[config.mk]
export PLATFORM = sky130hd
export DESIGN_NAME = cart_loader
export DESIGN_NICKNAME = d
export VERILOG_FILES = /design/src/load_pkg.sv /design/src/map_pkg.sv /design/src/load_bus_if.sv /design/src/cart_loader.sv /design/src/cheat_code_loader.sv /design/src/header_scan.sv /design/src/load_ctrl.sv /design/src/rom_mapper.sv
export SDC_FILE = /design/constraint.sdc
export NUM_CORES = 1
export LEC_CHECK = 0
export BUFFER_PORTS_ARGS = -buffer_cell sky130_fd_sc_hd__buf_2
export CAP_MARGIN = 20
export CORE_MARGIN = 1.5
export CORE_UTILIZATION = 42
export DETAILED_ROUTE_END_ITERATION = 16
export GPL_TIMING_DRIVEN = 0
export PLACE_DENSITY = 0.66
export SLEW_MARGIN = 15
export SYNTH_ARGS = -nofsm -noshare
export SYNTH_HDL_FRONTEND = slang
export SYNTH_HIERARCHICAL = 1
export SYNTH_SLANG_ARGS = --single-unit
[constraint.sdc]
create_clock -name clk_sys -period 5.1 [get_ports clk_sys]
set_input_delay 0.51 -clock clk_sys [delete_from_list [all_inputs] [get_ports clk_sys]]
set_output_delay 0.51 -clock clk_sys [all_outputs]
set_load 0.03 [all_outputs]
[src/load_pkg.sv]
// Download port definitions shared by the loader front end and its datapaths
// Widths, download kinds, cartridge header and cheat-code constants
package load_pkg;

	localparam int ioctl_addr_w  = 25;   // Byte address
	localparam int ioctl_data_w  = 16;
	localparam int ioctl_index_w = 8;

	// Kind of the current download
	typedef enum logic [1:0] {
		load_none,
		load_rom,     // Index low six bits 0 or 1
		load_code,    // Index all ones
		load_other
	} load_kind_t;

	localparam logic [5:0] rom_index_max = 6'd1;
	localparam int         cart_mode_bit = 6;   // Cartridge-format ROM

	// Cartridge header
	localparam logic [ioctl_addr_w-1:0] hdr_region_addr = 25'h1F0;
	localparam logic [7:0]              hdr_char_jp     = "J";
	localparam logic [7:0]              hdr_char_us     = "U";

	typedef enum logic [1:0] {
		region_jp = 2'd0,
		region_us = 2'd1,
		region_eu = 2'd2
	} region_t;

	// Cheat code, one code per 16-byte group
	localparam int code_w      = 128;
	localparam int code_words  = 8;
	localparam int code_word_w = code_w / code_words;
	localparam int code_slot_w = $clog2(code_words);

endpackage

[src/map_pkg.sv]
// Cartridge address map definitions
// Bus word address, bank registers and ROM size mask field
package map_pkg;

	localparam int bus_va_w   = 23;   // Word address, bits 23:1
	localparam int bus_data_w = 16;

	// Bank registers
	localparam int bank_count   = 8;
	localparam int bank_w       = 5;
	localparam int bank_sel_w   = $clog2(bank_count);
	localparam int bank_sel_lsb = 19;   // Window select, bits 21:19

	// Paging register select on the bus, bits 3:1
	localparam int page_sel_lsb = 1;

	// Size mask field, byte address bits 23:13
	localparam int mask_msb = 23;
	localparam int mask_lsb = 13;

	// Low word-address bits always passed through
	localparam int page_keep_bits = 12;

	// Top mask bits, any set means more than 4 MB
	localparam int big_rom_bits = 2;

endpackage

[src/load_bus_if.sv]
`timescale 1ns/1ps
// Qualified download writes from the control block to the datapaths
// The control block drives everything, the datapaths only listen
interface load_bus_if import load_pkg::*; ();

	logic                    rom_wr;      // ROM write strobe
	logic                    code_wr;     // Cheat write strobe
	logic [ioctl_addr_w-1:0] addr;
	logic [ioctl_data_w-1:0] data;
	logic                    cart_mode;   // Index bit 6
	logic                    rom_active;
	logic                    rom_start;
	logic                    rom_end;

	modport ctrl (
		output rom_wr,
		output code_wr,
		output addr,
		output data,
		output cart_mode,
		output rom_active,
		output rom_start,
		output rom_end
	);

	modport sink (
		input rom_wr,
		input code_wr,
		input addr,
		input data,
		input cart_mode,
		input rom_active,
		input rom_start,
		input rom_end
	);

endinterface

[src/cart_loader.sv]
`timescale 1ns/1ps
// Cartridge loading top level
// Download port in, cheat code, region request and mapped ROM address out
module cart_loader import load_pkg::*, map_pkg::*; (
	input  logic                     clk_sys,
	input  logic                     reset,

	// Download port
	input  logic                     ioctl_download,
	input  logic [ioctl_index_w-1:0] ioctl_index,
	input  logic                     ioctl_wr,
	input  logic [ioctl_addr_w-1:0]  ioctl_addr,
	input  logic [ioctl_data_w-1:0]  ioctl_data,

	// Console bus
	input  logic                     page_ce_n,
	input  logic                     bus_rnw,
	input  logic [bus_va_w:1]        bus_va,
	input  logic [bus_data_w-1:0]    bus_vdo,

	output logic [code_w-1:0]        code,
	output logic                     code_valid,
	output logic                     code_reset,
	output region_t                  region_req,
	output logic                     region_set,
	output logic [bus_va_w:1]        rom_va,
	output logic                     rom_cart_mode
);

	load_bus_if lb ();

	load_ctrl i_ctrl (
		.clk_sys        (clk_sys),
		.reset          (reset),
		.ioctl_download (ioctl_download),
		.ioctl_index    (ioctl_index),
		.ioctl_wr       (ioctl_wr),
		.ioctl_addr     (ioctl_addr),
		.ioctl_data     (ioctl_data),
		.lb             (lb.ctrl)
	);

	//////////////////////////////////////////////////
	// Datapaths

	cheat_code_loader i_cheat (
		.clk_sys    (clk_sys),
		.reset      (reset),
		.lb         (lb.sink),
		.code       (code),
		.code_valid (code_valid),
		.code_reset (code_reset)
	);

	header_scan i_header (
		.clk_sys    (clk_sys),
		.reset      (reset),
		.lb         (lb.sink),
		.region_req (region_req),
		.region_set (region_set)
	);

	rom_mapper i_mapper (
		.clk_sys       (clk_sys),
		.reset         (reset),
		.lb            (lb.sink),
		.page_ce_n     (page_ce_n),
		.bus_rnw       (bus_rnw),
		.bus_va        (bus_va),
		.bus_vdo       (bus_vdo),
		.rom_va        (rom_va),
		.rom_cart_mode (rom_cart_mode)
	);

endmodule

[src/cheat_code_loader.sv]
`timescale 1ns/1ps
// Cheat code assembly from 16-bit download words
// Each 16-byte group of the cheat file gives one code, strobed out on its last word
module cheat_code_loader import load_pkg::*; (
	input  logic              clk_sys,
	input  logic              reset,
	load_bus_if.sink          lb,
	output logic [code_w-1:0] code,
	output logic              code_valid,
	output logic              code_reset
);

	// Code layout
	// {flags 127:96, address 95:64, compare 63:32, replace 31:0}
	// Each field arrives low word first

	logic [code_slot_w-1:0] word_sel;   // Word within the group
	logic [code_slot_w-1:0] slot;       // Word position inside the code
	logic                   word_wr;

	assign word_sel = lb.addr[code_slot_w:1];
	assign word_wr  = lb.code_wr && !lb.addr[0];

	// Fields fill from the top, low word before high word
	assign slot = {~word_sel[code_slot_w-1:1], word_sel[0]};

	always_ff @(posedge clk_sys) begin
		if (word_wr) begin
			code[slot*code_word_w +: code_word_w] <= lb.data;
		end
	end

	always_ff @(posedge clk_sys) begin
		if (reset) begin
			code_valid <= 1'b0;
			code_reset <= 1'b0;
		end else begin
			code_valid <= word_wr && (word_sel == '1);   // Replace top word, byte 14
			// First word of the file starts a new code list
			code_reset <= lb.code_wr && (lb.addr == '0);
		end
	end

endmodule

[src/header_scan.sv]
`timescale 1ns/1ps
// Cartridge header scan
// Picks up the region byte of a ROM as it downloads and requests that region
// region_set stays high from the region byte to the end of the download
module header_scan import load_pkg::*; (
	input  logic     clk_sys,
	input  logic     reset,
	load_bus_if.sink lb,
	output region_t  region_req,
	output logic     region_set
);

	logic    hdr_hit;
	region_t hdr_region;

	assign hdr_hit = lb.rom_wr && (lb.addr == hdr_region_addr);

	// First region character only
	always_comb begin
		case (lb.data[7:0])
			hdr_char_jp: hdr_region = region_jp;
			hdr_char_us: hdr_region = region_us;
			default:     hdr_region = region_eu;
		endcase
	end

	always_ff @(posedge clk_sys) begin
		if (reset) begin
			region_req <= region_jp;
			region_set <= 1'b0;
		end else begin
			if (lb.rom_start || lb.rom_end) begin
				region_set <= 1'b0;   // New image or done
			end
			if (hdr_hit) begin
				region_req <= hdr_region;
				region_set <= 1'b1;
			end
		end
	end

endmodule

[src/load_ctrl.sv]
`timescale 1ns/1ps
// Download port front end
// Classifies each download by its index and registers the port onto the load bus
module load_ctrl import load_pkg::*; (
	input  logic                     clk_sys,
	input  logic                     reset,
	input  logic                     ioctl_download,
	input  logic [ioctl_index_w-1:0] ioctl_index,
	input  logic                     ioctl_wr,
	input  logic [ioctl_addr_w-1:0]  ioctl_addr,
	input  logic [ioctl_data_w-1:0]  ioctl_data,
	load_bus_if.ctrl                 lb
);

	load_kind_t kind_d;
	load_kind_t kind_q;   // Kind seen at the previous edge

	//////////////////////////////////////////////////
	// Download kind

	always_comb begin
		kind_d = load_none;
		if (ioctl_download) begin
			if (&ioctl_index) begin
				kind_d = load_code;
			end else if (ioctl_index[5:0] <= rom_index_max) begin
				kind_d = load_rom;
			end else begin
				kind_d = load_other;   // CD data, saves and the like
			end
		end
	end

	//////////////////////////////////////////////////
	// Load bus strobes and levels

	always_ff @(posedge clk_sys) begin
		if (reset) begin
			kind_q        <= load_none;
			lb.rom_wr     <= 1'b0;
			lb.code_wr    <= 1'b0;
			lb.cart_mode  <= 1'b0;
			lb.rom_active <= 1'b0;
			lb.rom_start  <= 1'b0;
			lb.rom_end    <= 1'b0;
		end else begin
			kind_q        <= kind_d;
			lb.rom_wr     <= ioctl_wr && (kind_d == load_rom);
			lb.code_wr    <= ioctl_wr && (kind_d == load_code);
			lb.cart_mode  <= ioctl_index[cart_mode_bit];
			lb.rom_active <= (kind_d == load_rom);
			// Edges of the ROM download
			lb.rom_start  <= (kind_d == load_rom) && (kind_q != load_rom);
			lb.rom_end    <= (kind_q == load_rom) && (kind_d != load_rom);
		end
	end

	// Write address and data, qualified by the strobes above
	always_ff @(posedge clk_sys) begin
		lb.addr <= ioctl_addr;
		lb.data <= ioctl_data;
	end

endmodule

[src/rom_mapper.sv]
`timescale 1ns/1ps
// ROM size mask and bank mapper
// Builds the size mask while a cart ROM downloads and maps bus word addresses
// through eight bank registers, which the bus may rewrite on ROMs over 4 MB
module rom_mapper import map_pkg::*; (
	input  logic                  clk_sys,
	input  logic                  reset,
	load_bus_if.sink              lb,
	input  logic                  page_ce_n,
	input  logic                  bus_rnw,
	input  logic [bus_va_w:1]     bus_va,
	input  logic [bus_data_w-1:0] bus_vdo,
	output logic [bus_va_w:1]     rom_va,
	output logic                  rom_cart_mode
);

	logic [mask_msb:mask_lsb] rom_mask;
	logic [bank_w-1:0]        bank_q [bank_count];
	logic                     big_rom;
	logic                     page_ce_q;
	logic                     page_wr;    // Paging write seen, apply next edge
	logic [bank_sel_w-1:0]    page_sel;
	logic [bank_w-1:0]        page_dat;
	logic [bank_sel_w-1:0]    win_sel;

	//////////////////////////////////////////////////
	// Size mask

	assign big_rom = |rom_mask[mask_msb -: big_rom_bits];

	always_ff @(posedge clk_sys) begin
		if (reset) begin
			rom_mask      <= '0;
			rom_cart_mode <= 1'b0;
		end else if (lb.rom_wr) begin
			rom_cart_mode <= lb.cart_mode;
			if (lb.cart_mode) begin
				if (lb.addr == '0) begin
					rom_mask <= '0;   // Start of a new image
				end else begin
					rom_mask <= rom_mask | lb.addr[mask_msb:mask_lsb];
				end
			end
		end
	end

	//////////////////////////////////////////////////
	// Paging writes

	always_ff @(posedge clk_sys) begin
		if (reset) begin
			page_ce_q <= 1'b1;
			page_wr   <= 1'b0;
		end else begin
			page_ce_q <= page_ce_n;
			// Falling edge of the strobe, write cycle, register 0 excluded
			page_wr   <= page_ce_q && !page_ce_n && !bus_rnw &&
				(|bus_va[page_sel_lsb +: bank_sel_w]);
		end
	end

	always_ff @(posedge clk_sys) begin
		page_sel <= bus_va[page_sel_lsb +: bank_sel_w];
		page_dat <= bus_vdo[bank_w-1:0];
	end

	always_ff @(posedge clk_sys) begin
		if (reset || lb.rom_active) begin
			for (int i = 0; i < bank_count; i++) begin
				bank_q[i] <= bank_w'(i);   // Identity map
			end
		end else if (page_wr && big_rom) begin
			bank_q[page_sel] <= page_dat;
		end
	end

	//////////////////////////////////////////////////
	// Address translation

	assign win_sel = bus_va[bank_sel_lsb +: bank_sel_w];
	assign rom_va  = {bank_q[win_sel], bus_va[bank_sel_lsb-1:1]} &
		{rom_mask, {page_keep_bits{1'b1}}};

endmodule

==> qor.yml <==
status: "finished, final reports clean"
hp-class: "in -> reg"
area_delta_synth_final_pct: 25.5
synth.avg_cell_area_um2: 13.8
post-route-period-util_pct: 62.7
post_cts_buffers: 0
nFillCells: 1793
gp_congestion: 0.795
cts_buffers: 26
synth_nets: 748
fp-row-count: 53
final_layout_size_suffix_gt1_share_pct: 35.2
vias: 5916
seq_area_frac_synth_pct: 73.1
antenna_found_initial: 0
maxCapViolations: 0
postSynthCellCount: 650
seq_area_mm2: 0.00657
io_buffers: 225
rsz0062_at_grt: "no"
cp_data_required_time_ns: 5.24
yosysWarnings: 6
overflow: 0
io-pin-count: 251
slowest_stage: "nor2_2"
path_max_fanout: 16
cts.htree.levels: 1
crit_arrival_ns: 3.33
p_leak_uw: 0.00389
tightestPinTransition_ns: 0.972
synth_seq_cells: 244
wl_per_cell_um: 18.1
cpPeakStageDelay_ns: 0.68
core_area_mm2: 0.0210
firstDrtPassIters: 5
vdd_ir_drop_max_mv: 0.275
grt_max_degree: 17
finalSetupViolations: 0
cp-end-kind: "flop"
yosys.area.top_type: "edfxtp_1"
rrSetupSlack_ns: 1.90
dieArea_mm2: 0.0223
die_h_um: 149
grt_pass1_wl_um: 32400
cts.sinks: 244
most-common-layout-cells: "239 x buf_2, 168 x edfxtp_1, 125 x nor2_1, 76 x dfxtp_1, 44 x and2_1"
start_kind: "flop"
synth_area_mm2: 0.00898
start_util_pct: 42.7
crit_type: "reg -> reg"
fp.dieW_um: 149
synth_edf_count: 168
min_period_ns: 3.20
async_flop_share_pct: 0
grt_pass1_vias: 5771
synth_ff_type: "edfxtp_1"
routed_wl_um: 21700
clk_pin_slew_ns: 0.06
drc: 0
drt_iter0_markers: 346
relSlewSlack_pct: 34.6
crit_chain: "inv_1 -> ha_1 -> ha_1 -> clkbuf_1 -> nand3b_1 -> buf_2 -> nor2_2"
power_density_mw_per_mm2: 360
fmax_ghz: 0.313
vias_per_cell: 4.93
antenna_left: 0
tritoncts: "built"
dp_hpwl_um: 16000
max-clock-path-buffers: 3
slew_viol_final: 0
finalHoldViolations: 0
setup_tns_ns: 0
cts_hold_buf: 0
multi_input_area_mm2: 0.00221
cts_resized: 0
track_usage_pct: 19.3
finish.net_count: 1003
skew_ns: 0.00925
ys_types: 51
path_delay_family: "simple AND/OR/NAND/NOR gates"
p_total_uw: 4060
antenna_cells: 0
cp_common_cell: "ha_1"
worst-path-buf-inv: 3
ctsRootBufferMaster: "clkbuf_16"
insertion_delay_ns: 0.52
yosys.area.top_type_share_pct: 56.1
layout_commonest_cell: "buf_2"
synth_area_leaders: "edfxtp_1 56%, dfxtp_1 17%, nor2_1 5.5%, and2_1 3.1%, mux4_2 2.5%"
per-stage QoR:
stage          util (%)  hold WS, ns  area (um^2)  std cells  setup WS [ns]
5_1_grt            53.6       0.0640        11300       1199           1.69
3_5_place_dp       50.0        0.455        10500       1152           1.83
6_report           53.6       0.0868        11300       1199           1.90
3_3_place_gp       49.7        0.456        10500       1150           1.43
4_1_cts            53.6       0.0694        11300       1199           1.82
2_1_floorplan         -        0.444         8980        650           2.32
synth_stat cells (all sizes together), types with 10 or more instances:
master / instances
dfxtp: 76
nor4: 21
a211oi: 11
nand2b: 17
mux4: 10
a31oi: 12
nor2: 132
buf: 30
nand2: 43
and2: 44
edfxtp: 168
worst paths after layout:
path                                 start                           end  cells after the start
max reg2reg      i_ctrl/lb.addr[1]$_DFF_P_    i_cheat/code[53]$_DFFE_PP_                      7
max              i_ctrl/lb.addr[1]$_DFF_P_    i_cheat/code[53]$_DFFE_PP_                      7
min                             bus_vdo[1]  i_mapper/page_dat[1]$_DFF_P_                      1
min reg2reg  i_mapper/page_ce_q$_SDFF_PP1_   i_mapper/page_wr$_SDFF_PP0_                      1
routing by layer:
layer / global-route usage [%] / up-vias / part of all wire (%) / wire [um]
li1: - / 2825 / - / -
met1: 24.7 / 2779 / 42 / 9060
met2: 33.9 / 284 / 49 / 10700
met3: 3.24 / 28 / 7.0 / 1530
met4: 5.50 / 0 / 2.0 / 438
met5: 0 / - / 0 / 0
logic make-up after synthesis:
logic type	Yosys count	synth area share, %
compound gates	30	2.21
fa+ha+maj	4	0.557
buf+inv	41	2.49
flops	244	73.1
mux	15	3.06
simple gates	316	18.6
worst reg2reg max path: cells and delay by family (launching register included):
| kind | cells | cell delay, ns |
|---|---|---|
| adder cells (fa/ha/maj) | 2 | 0.50 |
| buffers and inverters | 3 | 0.71 |
| flip-flops | 1 | 0.58 |
| AND/OR/NAND/NOR | 2 | 1.03 |
sequential cells by signal (all words and copies together), names as in the netlist, 2 cells and up:
register,flops
i_ctrl/kind_q,2
i_header/region_req,2
i_mapper/page_sel,3
i_mapper/page_dat,5
i_mapper/bank_q,40
i_cheat/code,128
i_ctrl/lb.addr,25
i_ctrl/lb.data,16
i_mapper/rom_mask,11
where the power goes:
| group | switching (uW) | leakage (uW) | internal (uW) | total, uW |
|---|---|---|---|---|
| Clock | 732 | 0.000385 | 968 | 1700 |
| Combinational | 121 | 0.00160 | 70.1 | 191 |
| Sequential | 33.3 | 0.00190 | 2140 | 2170 |
final cells by class:
cell class / count / area share (%)
buffer: 37 / 1.85
multi-input combinational: 365 / 19.6
sequential: 244 / 58.2
inverter: 4 / 0.133
tap: 275 / 3.05
clock buffer: 33 / 6.19
timing repair buffer: 227 / 10.2
clock inverter: 14 / 0.666
Power figures use the tool's default switching activity.
